`config.mk`:
```
export PLATFORM = sky130hd
export DESIGN_NAME = wb_stage_top
export DESIGN_NICKNAME = d
export VERILOG_FILES = /design/src/wb_pkg.sv /design/src/wb_load_return.sv /design/src/wb_csr_access.sv /design/src/wb_flow_control.sv /design/src/wb_gpr_commit.sv /design/src/wb_stage_top.sv
export SDC_FILE = /design/constraint.sdc
export NUM_CORES = 1
export LEC_CHECK = 0
export ABC_AREA = 0
export BUFFER_PORTS_ARGS = -buffer_cell sky130_fd_sc_hd__buf_2
export CORE_AREA = 2 2 215 217
export CTS_CLUSTER_DIAMETER = 150
export DETAILED_ROUTE_END_ITERATION = 10
export DIE_AREA = 0 0 217 219
export REMOVE_ABC_BUFFERS = 1
export SYNTH_ARGS = -nofsm -noshare
export SYNTH_HDL_FRONTEND = slang
export SYNTH_HIERARCHICAL = 1
export SYNTH_SLANG_ARGS = --single-unit
```
`constraint.sdc`:
```
create_clock -name g_clk -period 2.5 [get_ports g_clk]
set_input_delay 0.125 -clock g_clk [delete_from_list [all_inputs] [get_ports g_clk]]
set_output_delay 0.125 -clock g_clk [all_outputs]
set_load 0.05 [all_outputs]
```
`src/wb_pkg.sv`:
```
/* Shared widths, field positions, micro-op codes, trap causes and bundle types
   for the writeback stage. Every stage file takes these by wb_pkg:: scoped name */
package wb_pkg;

    // Widths ----------------------------------------------------------
    localparam int XLEN  = 32;                      // Data width
    localparam int RD_W  = 5;                       // Register address
    localparam int FU_W  = 6;                       // One-hot unit select
    localparam int UOP_W = 5;                       // Micro-op

    // Functional unit bit positions in fu
    localparam int FU_ALU = 0;
    localparam int FU_MUL = 1;
    localparam int FU_LSU = 2;
    localparam int FU_CFU = 3;
    localparam int FU_CSR = 4;
    localparam int FU_CRY = 5;

    // CFU micro-op codes, compared whole
    localparam logic [UOP_W-1:0] CFU_TAKEN  = 5'd1;  // Taken branch
    localparam logic [UOP_W-1:0] CFU_JALI   = 5'd2;  // Direct jump and link
    localparam logic [UOP_W-1:0] CFU_JALR   = 5'd3;  // Indirect jump and link
    localparam logic [UOP_W-1:0] CFU_EBREAK = 5'd4;
    localparam logic [UOP_W-1:0] CFU_ECALL  = 5'd5;
    localparam logic [UOP_W-1:0] CFU_MRET   = 5'd6;

    // CSR micro-op bit positions
    localparam int CSR_READ  = 4;
    localparam int CSR_WRITE = 3;
    localparam int CSR_SET   = 2;
    localparam int CSR_CLEAR = 1;

    // LSU micro-op: load/store/signed bits, size code in uop[2:1]
    localparam int LSU_LOAD   = 3;
    localparam int LSU_STORE  = 4;
    localparam int LSU_SIGNED = 0;
    localparam logic [1:0] LSU_BYTE = 2'b01;
    localparam logic [1:0] LSU_HALF = 2'b10;
    localparam logic [1:0] LSU_WORD = 2'b11;

    // Trap causes (mcause encodings)
    localparam logic [5:0] TRAP_IOPCODE  = 6'd2;
    localparam logic [5:0] TRAP_BREAKPT  = 6'd3;
    localparam logic [5:0] TRAP_LDALIGN  = 6'd4;
    localparam logic [5:0] TRAP_LDACCESS = 6'd5;
    localparam logic [5:0] TRAP_STALIGN  = 6'd6;
    localparam logic [5:0] TRAP_STACCESS = 6'd7;
    localparam logic [5:0] TRAP_ECALLM   = 6'd11;

    localparam logic [XLEN-1:0] PC_RESET = 32'h8000_0000;

    // Bundles ---------------------------------------------------------
    typedef struct packed {
        logic [RD_W-1:0]  rd;       // Dest reg, or upstream trap cause
        logic [XLEN-1:0]  opr_a;    // Result or jump target
        logic [XLEN-1:0]  opr_b;    // Address / CSR number
        logic [UOP_W-1:0] uop;
        logic [FU_W-1:0]  fu;
        logic             trap;     // Upstream trap
        logic [1:0]       size;     // Length in halfwords
        logic [31:0]      instr;
    } wb_instr_t;

    typedef struct packed {
        logic             en;
        logic             wr;
        logic             set;
        logic             clr;
        logic [11:0]      addr;
        logic [XLEN-1:0]  wdata;
    } csr_req_t;

    typedef struct packed {
        logic             cpu;      // Trap taken this instruction
        logic [5:0]       cause;
        logic [XLEN-1:0]  mtval;
        logic [XLEN-1:0]  pc;
    } trap_info_t;

    typedef struct packed {
        logic [RD_W-1:0]  rd;       // Zero when stage is empty
        logic [XLEN-1:0]  wdata;
        logic             load;
        logic             csr;
    } fwd_t;

endpackage

```
`src/wb_load_return.sv`:
```
/* Data memory response handling: response strobe, sticky bus error and
   load data lane selection with sign extension */
`timescale 1ns/10ps

module wb_load_return (
    input  logic                     g_clk,
    input  logic                     g_resetn,
    input  logic                     dmem_req,
    input  logic                     dmem_gnt,
    input  logic                     dmem_error,
    input  logic [wb_pkg::XLEN-1:0]  dmem_rdata,
    input  wb_pkg::wb_instr_t        s4,
    input  logic                     retire,
    output logic [wb_pkg::XLEN-1:0]  load_data,
    output logic                     lsu_error
);

    logic       dmem_rsp;   // Response cycle, one after req && gnt
    logic       err_q;      // Held bus error until retire
    logic [1:0] addr_lo;    // Byte offset within word
    logic [1:0] size_code;
    logic       sext;       // Sign extend requested
    logic [7:0]  lane_b;
    logic [15:0] lane_h;

    // Response tracking -----------------------------------------------
    always_ff @(posedge g_clk) begin
        if (!g_resetn) begin
            dmem_rsp <= 1'b0;
        end else begin
            dmem_rsp <= dmem_req && dmem_gnt;
        end
    end

    always_ff @(posedge g_clk) begin
        if (!g_resetn) begin
            err_q <= 1'b0;
        end else if (retire) begin
            err_q <= 1'b0;                          // Next instruction starts clean
        end else if (dmem_rsp && dmem_error) begin
            err_q <= 1'b1;
        end
    end

    assign lsu_error = s4.fu[wb_pkg::FU_LSU] && ((dmem_rsp && dmem_error) || err_q);

    // Lane selection --------------------------------------------------
    assign addr_lo   = s4.opr_b[1:0];
    assign size_code = s4.uop[2:1];                 // Size field
    assign sext      = s4.uop[wb_pkg::LSU_SIGNED];
    assign lane_b    = dmem_rdata[{addr_lo, 3'b000} +: 8];
    assign lane_h    = dmem_rdata[{addr_lo[1], 4'b0000} +: 16];  // Aligned half

    always_comb begin
        case (size_code)
            wb_pkg::LSU_BYTE: load_data = {{24{sext && lane_b[7]}}, lane_b};
            wb_pkg::LSU_HALF: load_data = {{16{sext && lane_h[15]}}, lane_h};
            wb_pkg::LSU_WORD: load_data = dmem_rdata;
            default:          load_data = '0;       // No size, nothing loaded
        endcase
    end

    // Error only latches from a real response cycle
    a_err_from_rsp: assert property (@(posedge g_clk) disable iff (!g_resetn)
        $rose(err_q) |-> $past(dmem_rsp && dmem_error));

endmodule

```
`src/wb_csr_access.sv`:
```
/* CSR file access from writeback: one enable per instruction, read-back
   for the register write and the illegal-access trap flag */
`timescale 1ns/10ps

module wb_csr_access (
    input  logic                     g_clk,
    input  logic                     g_resetn,
    input  wb_pkg::wb_instr_t        s4,
    input  logic                     retire,
    output wb_pkg::csr_req_t         csr,
    input  logic [wb_pkg::XLEN-1:0]  csr_rdata,
    input  logic                     csr_error,
    output logic                     csr_wen,
    output logic [wb_pkg::XLEN-1:0]  csr_data,
    output logic                     csr_trap
);

    logic is_csr;
    logic done;     // Access already made for this instruction
    logic err_q;    // Error seen on that access

    assign is_csr = s4.fu[wb_pkg::FU_CSR];

    always_ff @(posedge g_clk) begin
        if (!g_resetn) begin
            done  <= 1'b0;
            err_q <= 1'b0;
        end else if (retire) begin
            done  <= 1'b0;
            err_q <= 1'b0;
        end else if (csr.en) begin
            done  <= 1'b1;
            err_q <= csr_error;                     // Keep trap alive while stalled
        end
    end

    // Request -----------------------------------------------------------
    assign csr.en    = is_csr && !done;             // Single shot
    assign csr.wr    = is_csr && s4.uop[wb_pkg::CSR_WRITE];
    assign csr.set   = is_csr && s4.uop[wb_pkg::CSR_SET];
    assign csr.clr   = is_csr && s4.uop[wb_pkg::CSR_CLEAR];
    assign csr.addr  = s4.opr_b[11:0];
    assign csr.wdata = s4.opr_a;

    // Read-back, same cycle as the access
    assign csr_wen  = csr.en && s4.uop[wb_pkg::CSR_READ] && !csr_error;
    assign csr_data = csr_rdata;
    assign csr_trap = is_csr && ((csr.en && csr_error) || err_q);

    // One access per instruction
    a_csr_single: assert property (@(posedge g_clk) disable iff (!g_resetn)
        csr.en && !retire |=> !csr.en);

endmodule

```
`src/wb_flow_control.sv`:
```
/* Control flow for writeback: stage PC, branch/jump/MRET/trap targets,
   trap cause and value, the stall and the retire pulse */
`timescale 1ns/10ps

module wb_flow_control (
    input  logic                     g_clk,
    input  logic                     g_resetn,
    input  wb_pkg::wb_instr_t        s4,
    input  logic                     s4_valid,
    input  logic                     lsu_error,
    input  logic                     csr_trap,
    input  logic [wb_pkg::XLEN-1:0]  csr_mepc,
    input  logic [wb_pkg::XLEN-1:0]  csr_mtvec,
    input  logic                     cf_ack,
    output logic                     s4_busy,
    output logic                     retire,
    output logic                     cf_req,
    output logic [wb_pkg::XLEN-1:0]  cf_target,
    output logic                     hold_lsu_req,
    output logic                     exec_mret,
    output logic                     link,
    output logic [wb_pkg::XLEN-1:0]  link_data,
    output wb_pkg::trap_info_t       trap,
    output logic [wb_pkg::XLEN-1:0]  pc
);

    logic fu_cfu;
    logic cfu_taken;    // Branch or jump
    logic cfu_ebreak;
    logic cfu_ecall;
    logic cfu_mret;
    logic trap_cpu;     // Any trap this instruction
    logic trap_align;   // Upstream misaligned access
    logic cf_done;      // Ack arrived, retire still pending

    // Decode ------------------------------------------------------------
    assign fu_cfu     = s4.fu[wb_pkg::FU_CFU];
    assign link       = fu_cfu && (s4.uop == wb_pkg::CFU_JALI ||
                                   s4.uop == wb_pkg::CFU_JALR);
    assign cfu_taken  = link || (fu_cfu && s4.uop == wb_pkg::CFU_TAKEN);
    assign cfu_ebreak = fu_cfu && s4.uop == wb_pkg::CFU_EBREAK;
    assign cfu_ecall  = fu_cfu && s4.uop == wb_pkg::CFU_ECALL;
    assign cfu_mret   = fu_cfu && s4.uop == wb_pkg::CFU_MRET;

    assign trap_cpu   = cfu_ebreak || cfu_ecall || s4.trap || lsu_error || csr_trap;

    // Handshake with fetch ----------------------------------------------
    assign cf_req       = (cfu_taken || cfu_mret || trap_cpu) && !cf_done;
    assign s4_busy      = cf_req && !cf_ack;        // Hold until fetch takes it
    assign retire       = s4_valid && !s4_busy;
    assign hold_lsu_req = cf_req;                   // No new accesses past a redirect
    assign exec_mret    = cfu_mret && retire;

    always_ff @(posedge g_clk) begin
        if (!g_resetn) begin
            cf_done <= 1'b0;
        end else if (retire) begin
            cf_done <= 1'b0;
        end else if (cf_req && cf_ack) begin
            cf_done <= 1'b1;                        // Early ack, don't stall again
        end
    end

    // Target: trap vector first, then MEPC, else operand A
    always_comb begin
        if (trap_cpu) begin
            cf_target = csr_mtvec;
        end else if (cfu_mret) begin
            cf_target = csr_mepc;
        end else begin
            cf_target = s4.opr_a;
        end
    end

    // Stage PC ----------------------------------------------------------
    assign link_data = pc + {{(wb_pkg::XLEN-3){1'b0}}, s4.size, 1'b0};

    always_ff @(posedge g_clk) begin
        if (!g_resetn) begin
            pc <= wb_pkg::PC_RESET;
        end else if (cf_req && cf_ack) begin
            pc <= cf_target;
        end else if (retire && !cf_done) begin      // Target already loaded if done
            pc <= link_data;
        end
    end

    // Trap report -------------------------------------------------------
    assign trap_align = s4.trap && ({1'b0, s4.rd} == wb_pkg::TRAP_LDALIGN ||
                                    {1'b0, s4.rd} == wb_pkg::TRAP_STALIGN);

    always_comb begin
        if (lsu_error && s4.uop[wb_pkg::LSU_LOAD]) begin
            trap.cause = wb_pkg::TRAP_LDACCESS;
        end else if (lsu_error && s4.uop[wb_pkg::LSU_STORE]) begin
            trap.cause = wb_pkg::TRAP_STACCESS;
        end else if (cfu_ebreak) begin
            trap.cause = wb_pkg::TRAP_BREAKPT;
        end else if (cfu_ecall) begin
            trap.cause = wb_pkg::TRAP_ECALLM;
        end else if (csr_trap) begin
            trap.cause = wb_pkg::TRAP_IOPCODE;
        end else begin
            trap.cause = {1'b0, s4.rd};             // Upstream cause in rd
        end
    end

    always_comb begin
        if (cfu_ebreak) begin
            trap.mtval = pc;
        end else if (lsu_error || trap_align) begin
            trap.mtval = s4.opr_b;                  // Faulting address
        end else begin
            trap.mtval = '0;
        end
    end

    assign trap.cpu = trap_cpu;
    assign trap.pc  = pc;

    // Fetch sees a steady target while it stalls us
    a_target_stable: assert property (@(posedge g_clk) disable iff (!g_resetn)
        cf_req && !cf_ack |=> $stable(cf_target));

endmodule

```
`src/wb_gpr_commit.sv`:
```
/* GPR write-back select with one write per instruction, plus the
   forwarding bundle and the instruction trace port */
`timescale 1ns/10ps

module wb_gpr_commit (
    input  logic                     g_clk,
    input  logic                     g_resetn,
    input  wb_pkg::wb_instr_t        s4,
    input  logic                     retire,
    input  logic                     trap_cpu,
    input  logic                     link,
    input  logic [wb_pkg::XLEN-1:0]  link_data,
    input  logic [wb_pkg::XLEN-1:0]  load_data,
    input  logic                     csr_wen,
    input  logic [wb_pkg::XLEN-1:0]  csr_data,
    input  logic [wb_pkg::XLEN-1:0]  pc,
    output logic                     gpr_wen,
    output logic [wb_pkg::RD_W-1:0]  gpr_rd,
    output logic [wb_pkg::XLEN-1:0]  gpr_wdata,
    output wb_pkg::fwd_t             fwd,
    output logic                     trace_valid,
    output logic [wb_pkg::XLEN-1:0]  trace_pc,
    output logic [31:0]              trace_instr
);

    logic opa_wen;      // ALU, MUL, crypto pass operand A
    logic load_wen;
    logic done;         // Already written this instruction

    assign opa_wen  = s4.fu[wb_pkg::FU_ALU] || s4.fu[wb_pkg::FU_MUL] ||
                      s4.fu[wb_pkg::FU_CRY];
    assign load_wen = s4.fu[wb_pkg::FU_LSU] && s4.uop[wb_pkg::LSU_LOAD];

    always_ff @(posedge g_clk) begin
        if (!g_resetn) begin
            done <= 1'b0;
        end else if (retire) begin
            done <= 1'b0;
        end else if (gpr_wen) begin
            done <= 1'b1;
        end
    end

    // Write port --------------------------------------------------------
    assign gpr_wen   = !trap_cpu && !done && (opa_wen || load_wen || csr_wen || link);
    assign gpr_rd    = s4.rd;
    assign gpr_wdata = ({wb_pkg::XLEN{opa_wen}}  & s4.opr_a)  |
                       ({wb_pkg::XLEN{load_wen}} & load_data) |
                       ({wb_pkg::XLEN{csr_wen}}  & csr_data)  |
                       ({wb_pkg::XLEN{link}}     & link_data);

    // Forwarding and trace
    assign fwd.rd    = |s4.size ? s4.rd : '0;     // Bubble forwards nothing
    assign fwd.wdata = gpr_wdata;
    assign fwd.load  = load_wen;
    assign fwd.csr   = s4.fu[wb_pkg::FU_CSR];

    assign trace_valid = retire && |s4.size;
    assign trace_pc    = pc;
    assign trace_instr = s4.instr;

    a_one_write: assert property (@(posedge g_clk) disable iff (!g_resetn)
        gpr_wen && !retire |=> !gpr_wen);

endmodule

```
`src/wb_stage_top.sv`:
```
/* Writeback stage top level. Connects load return, CSR access, control flow
   and GPR commit units to the pipeline, CSR file, fetch and data memory */
`timescale 1ns/10ps

module wb_stage_top (
    input  logic                     g_clk,
    input  logic                     g_resetn,
    // Memory stage
    input  wb_pkg::wb_instr_t        s4,
    input  logic                     s4_valid,
    output logic                     s4_busy,
    // Register file and forwarding
    output logic                     gpr_wen,
    output logic [wb_pkg::RD_W-1:0]  gpr_rd,
    output logic [wb_pkg::XLEN-1:0]  gpr_wdata,
    output wb_pkg::fwd_t             fwd,
    // CSR file
    output wb_pkg::csr_req_t         csr,
    input  logic [wb_pkg::XLEN-1:0]  csr_rdata,
    input  logic                     csr_error,
    input  logic [wb_pkg::XLEN-1:0]  csr_mepc,
    input  logic [wb_pkg::XLEN-1:0]  csr_mtvec,
    output wb_pkg::trap_info_t       trap,
    output logic                     exec_mret,
    // Fetch
    output logic                     cf_req,
    output logic [wb_pkg::XLEN-1:0]  cf_target,
    input  logic                     cf_ack,
    output logic                     hold_lsu_req,
    // Data memory
    input  logic                     dmem_req,
    input  logic                     dmem_gnt,
    input  logic                     dmem_error,
    input  logic [wb_pkg::XLEN-1:0]  dmem_rdata,
    // Trace
    output logic                     trace_valid,
    output logic [wb_pkg::XLEN-1:0]  trace_pc,
    output logic [31:0]              trace_instr
);

    logic                    retire;
    logic                    lsu_error;
    logic [wb_pkg::XLEN-1:0] load_data;
    logic                    csr_wen;
    logic [wb_pkg::XLEN-1:0] csr_data;
    logic                    csr_trap;
    logic                    link;
    logic [wb_pkg::XLEN-1:0] link_data;
    logic [wb_pkg::XLEN-1:0] pc;

    wb_load_return u_load (
        .g_clk, .g_resetn, .dmem_req, .dmem_gnt, .dmem_error, .dmem_rdata,
        .s4, .retire, .load_data, .lsu_error
    );

    wb_csr_access u_csr (
        .g_clk, .g_resetn, .s4, .retire, .csr, .csr_rdata, .csr_error,
        .csr_wen, .csr_data, .csr_trap
    );

    wb_flow_control u_flow (
        .g_clk, .g_resetn, .s4, .s4_valid, .lsu_error, .csr_trap, .csr_mepc,
        .csr_mtvec, .cf_ack, .s4_busy, .retire, .cf_req, .cf_target,
        .hold_lsu_req, .exec_mret, .link, .link_data, .trap, .pc
    );

    wb_gpr_commit u_commit (
        .g_clk, .g_resetn, .s4, .retire,
        .trap_cpu (trap.cpu),
        .link, .link_data, .load_data, .csr_wen, .csr_data, .pc,
        .gpr_wen, .gpr_rd, .gpr_wdata, .fwd, .trace_valid, .trace_pc, .trace_instr
    );

endmodule

```
==> metrics <==
type of the setup path with the least slack=flip-flop to output port; setup slack of the critical path after layout=-0.6097 ns; logic depth of the worst register-to-register path=17; Max-cap violations=0; horizontal extent of the die=roughly 220 microns; number of input and output port buffers inserted=approximately 480; cell taking the most area after synthesis=sky130_fd_sc_hd__buf_4; routed len/inst=25.47 microns; reg-to-reg critical path startpoint=u_flow/pc[1]$_SDFFE_PN0P_; failing checks=setup timing; min-delay worst type=primary input to flip-flop; Initial DRT Pass Iterations=5; Detail Placement HPWL=37300 microns; vertical die dimension=219 microns; effective utilization at floorplan=around 15%; signal arrival time at the worst endpoint=2.98 ns; final slew viol count=0; hold path depth=2; max-slew headroom at the worst pin=44.27%; die area=approximately 48000 sq um; launching element type of the critical path=flip-flop; Placed Area=8919 sq um; top area cells in the synthesized netlist=sky130_fd_sc_hd__buf_4 25%, sky130_fd_sc_hd__dfxtp_1 11%, sky130_fd_sc_hd__a22o_1 8.2%; Placeable Area=45090 sq um; post-layout net count=1520; Inserted Clock Buffers=5; maximum level of the CTS H-tree=2; top cell types by occurrence after synthesis=224 x sky130_fd_sc_hd__buf_4, 69 x sky130_fd_sc_hd__nand2_1, 64 x sky130_fd_sc_hd__a22o_1; clock network latency to the later pin of the worst-skew pair=0.32 ns; synthesis-stage register bit count=38; beginning of the worst hold path=dmem_gnt; cell family with the largest share of critical-path delay=simple AND/OR/NAND/NOR gates; number of synthesis warnings=6; area share of the largest cell type after synthesis=24.64%; number of distinct standard cells referenced by the synthesized netlist=73; Fin Clk Skew=between 0.01 and 0.015 ns; Tmin final=3.110 ns; number of sinks driven by the clock tree=38; Critical Path Sink Type=output port; clock tree from TritonCTS=done; total standard cell area after synthesis=about 6800 sq um; Final Hold Viols=0; Post-synth ARST share=0%; Leak Pwr=4.885 nW; clock transition time at the flip-flop clock pins of the worst setup and hold paths=0.06 ns; deepest clock path buffer count=2; transition time at the pin with the least slew margin=0.8350 ns; ANT nets after route=0; Bufs and invs on worst path=3; crit path max fanout=4; final std cell area, no fill=roughly 10000 sq um; FMAX=0.3216 GHz; final core utilization=22.95%; endpoint of the worst-slack reg-to-reg timing path=u_flow/pc[19]$_SDFFE_PN0P_; Critical Path Max Stage Delay=around 0.4 ns; cell type of the slowest stage on the worst timing path=sky130_fd_sc_hd__fa_2; source of the critical timing path=u_flow/pc[1]$_SDFFE_PN0P_; first-pass GRT wire length=approximately 62000 microns; Required @ worst endpoint=roughly 2.4 ns; power density relative to cell area=431.9 nW/um^2; synthesis-to-layout area growth=51.65%; weighted congestion reported at the end of routability-driven placement=0.8735; run status=complete, but fails checks; cell-by-cell trace of the critical path=ha_4 > inv_2 > fa_2 > and4b_1 > and4_4 > buf_6 > and3_4 > nand2_2 > xnor2_1 > a22o_1 > a221o_1 > buf_6; cell mode on critical path=sky130_fd_sc_hd__buf_6; number of antenna violations at the first check in global routing=18; Min Hold Slack=between 0.05 and 0.06 ns; total number of vias=about 8.7k; hold endpoint=u_load/dmem_rsp$_SDFF_PN0_; via density per instance=approximately 4.7; most instantiated library cell after synthesis=sky130_fd_sc_hd__buf_4; share of final-layout standard cells stronger than drive strength 1=about 56%; clock tree root driver cell=sky130_fd_sc_hd__clkbuf_16; TNS Setup=-16.61 ns; maximum resistive drop on vdd=238.2 uV; number of enable flip-flop cells after synthesis=0; global-route congestion overflow total=0; violation count after the first detailed-routing iteration=~550; register-to-register setup slack=-0.42 ns; number of remaining DRC errors=0; share of the clock period used by the worst path=124.4%; Final Routed Wirelength=between 40000 and 50000 microns; Final setup viols=51; unrepaired setup endpoints after global routing=true; maximum number of pins on one net before global-route repair=49; Primary FF master, synth=sky130_fd_sc_hd__dfxtp_1; number of global-route vias before repair=8224; Mapped Avg Cell Area=7.393 sq um; total routing resource utilization after global routing=a little under a fifth; I/O pin total=between 500 and 600; number of core rows=78; Post-Syn Instances=923; sequential cell area fraction in the yosys report=roughly 11%
flip-flops by register name (all words and copies together), names as in the netlist:
name and flops:
u_commit/done 1, u_load/err_q 1, u_csr/err_q 1, u_flow/pc 32
u_load/dmem_rsp 1, u_flow/cf_done 1, u_csr/done 1
worst max path at each step:
stage	slack, ns	end	cells after the start
floorplan	-1.77	exec_mret	6
global placement	-0.40	gpr_wdata[29]	12
detailed placement	-0.46	gpr_wdata[29]	12
CTS	-0.65	gpr_wdata[29]	12
global route	-0.68	gpr_wdata[29]	12
finish	-0.61	gpr_wdata[29]	12
area by class of cell:
| class | count | area [sq um] |
|---|---|---|
| Sequential cell | 38 | 764.5 |
| Multi-Input combinational cell | 591 | 4422 |
| Antenna cell | 9 | 22.52 |
| Clock buffer | 7 | 132.6 |
| Timing Repair Buffer | 620 | 4219 |
| Inverter | 10 | 37.54 |
| Tap cell | 600 | 750.7 |
| Fill cell | 4991 | 34740 |
repair_timing:
item                       CTS  global route
setup endpoints to repair   99           105
hold buffers                 1             0
cloned                       1             0
setup buffers               35            16
pin swaps                   22            29
gates resized for setup    141           138
hold endpoints to repair     1             0
cell families (layout without fill, tap and decap cells):
| group | count (synthesis) | count (layout) | share of synthesized area (%) |
|---|---|---|---|
| AOI/OAI and AO/OA | 262 | 262 | 28.60 |
| xor gates and xnor gates | 29 | 29 | 3.722 |
| adders and majority gates | 3 | 3 | 0.6600 |
| buffers and inverters | 294 | 637 | 29.61 |
| DFF | 38 | 38 | 11.15 |
| muxes | 52 | 52 | 7.682 |
| other | 1 | 10 | 0.05495 |
| and+or+nand+nor | 244 | 244 | 18.52 |
worst reg2reg max path: stages (launching register included):
cell and delay (ns):
sky130_fd_sc_hd__dfxtp_2 0.35, sky130_fd_sc_hd__ha_4 0.14, sky130_fd_sc_hd__inv_2 0.04, sky130_fd_sc_hd__fa_2 0.40, sky130_fd_sc_hd__nand4b_1 0.26, sky130_fd_sc_hd__nor3_2 0.21, sky130_fd_sc_hd__buf_6 0.17, sky130_fd_sc_hd__nand4_1 0.16
sky130_fd_sc_hd__buf_4 0.19, sky130_fd_sc_hd__buf_6 0.11, sky130_fd_sc_hd__buf_6 0.10, sky130_fd_sc_hd__buf_6 0.10, sky130_fd_sc_hd__buf_6 0.10, sky130_fd_sc_hd__buf_6 0.10, sky130_fd_sc_hd__buf_6 0.10, sky130_fd_sc_hd__buf_6 0.10
sky130_fd_sc_hd__o221ai_2 0.12, sky130_fd_sc_hd__nor2_1 0.06
report_power, final:
group / leakage (nW) / internal [mW] / switching, mW / total (mW)
registers: 0.314 / 0.659 / 0.0505 / 0.709
logic: 4.51 / 0.933 / 2.13 / 3.07
clock network: 0.0640 / 0.368 / 0.326 / 0.693
layer usage:
layer	share of wire, %	GRT usage, %	wire length (microns)
met1	43	23.93	20480
met3	9.1	6.015	4359
met2	45	30.16	21370
met5	0.18	0	86
met4	3.0	6.438	1453
cell usage in the layout, fill, tap and decap left out, types with 4 or more instances in the layout:
master,synthesis,routed
sky130_fd_sc_hd__buf_4,224,108
sky130_fd_sc_hd__xor2_1,4,4
sky130_fd_sc_hd__diode_2,0,9
sky130_fd_sc_hd__nand3_4,0,5
sky130_fd_sc_hd__and4_1,6,4
sky130_fd_sc_hd__a221o_1,37,37
sky130_fd_sc_hd__o22ai_1,11,10
sky130_fd_sc_hd__o21a_1,5,5
sky130_fd_sc_hd__a22o_1,64,64
sky130_fd_sc_hd__o221ai_1,7,6
sky130_fd_sc_hd__and2_1,13,10
sky130_fd_sc_hd__nor2_4,0,5
sky130_fd_sc_hd__buf_2,24,405
sky130_fd_sc_hd__nand2_2,0,7
sky130_fd_sc_hd__nand4_1,14,14
sky130_fd_sc_hd__a21oi_1,40,38
sky130_fd_sc_hd__nor3_1,10,6
sky130_fd_sc_hd__o21ai_1,7,20
sky130_fd_sc_hd__xnor2_2,0,7
sky130_fd_sc_hd__nor2b_1,10,8
sky130_fd_sc_hd__o211ai_1,18,18
sky130_fd_sc_hd__nand2_4,0,4
sky130_fd_sc_hd__xnor2_1,25,17
sky130_fd_sc_hd__inv_1,9,8
sky130_fd_sc_hd__nand3_1,25,20
sky130_fd_sc_hd__clkbuf_16,0,5
sky130_fd_sc_hd__nand2_1,69,58
sky130_fd_sc_hd__nand2b_1,6,6
sky130_fd_sc_hd__dfxtp_1,38,35
sky130_fd_sc_hd__buf_6,6,84
sky130_fd_sc_hd__a31oi_1,10,10
sky130_fd_sc_hd__nor2_1,55,51
sky130_fd_sc_hd__nand3b_1,4,4
sky130_fd_sc_hd__nor3_2,1,4
sky130_fd_sc_hd__buf_12,0,16
sky130_fd_sc_hd__a211oi_1,6,6
sky130_fd_sc_hd__mux2i_1,49,49
sky130_fd_sc_hd__o21ai_0,42,25
through the flow:
step	total power, mW	setup slack, ns	std cells
after floorplan	2.292	-1.772	639
after global placement	3.496	-0.4020	1815
after detailed placement	3.512	-0.4587	1815
after CTS	4.409	-0.6463	1854
after global routing	4.662	-0.6771	1872
final	4.470	-0.6097	1875
Note: power is estimated with default switching activity, not from simulation.
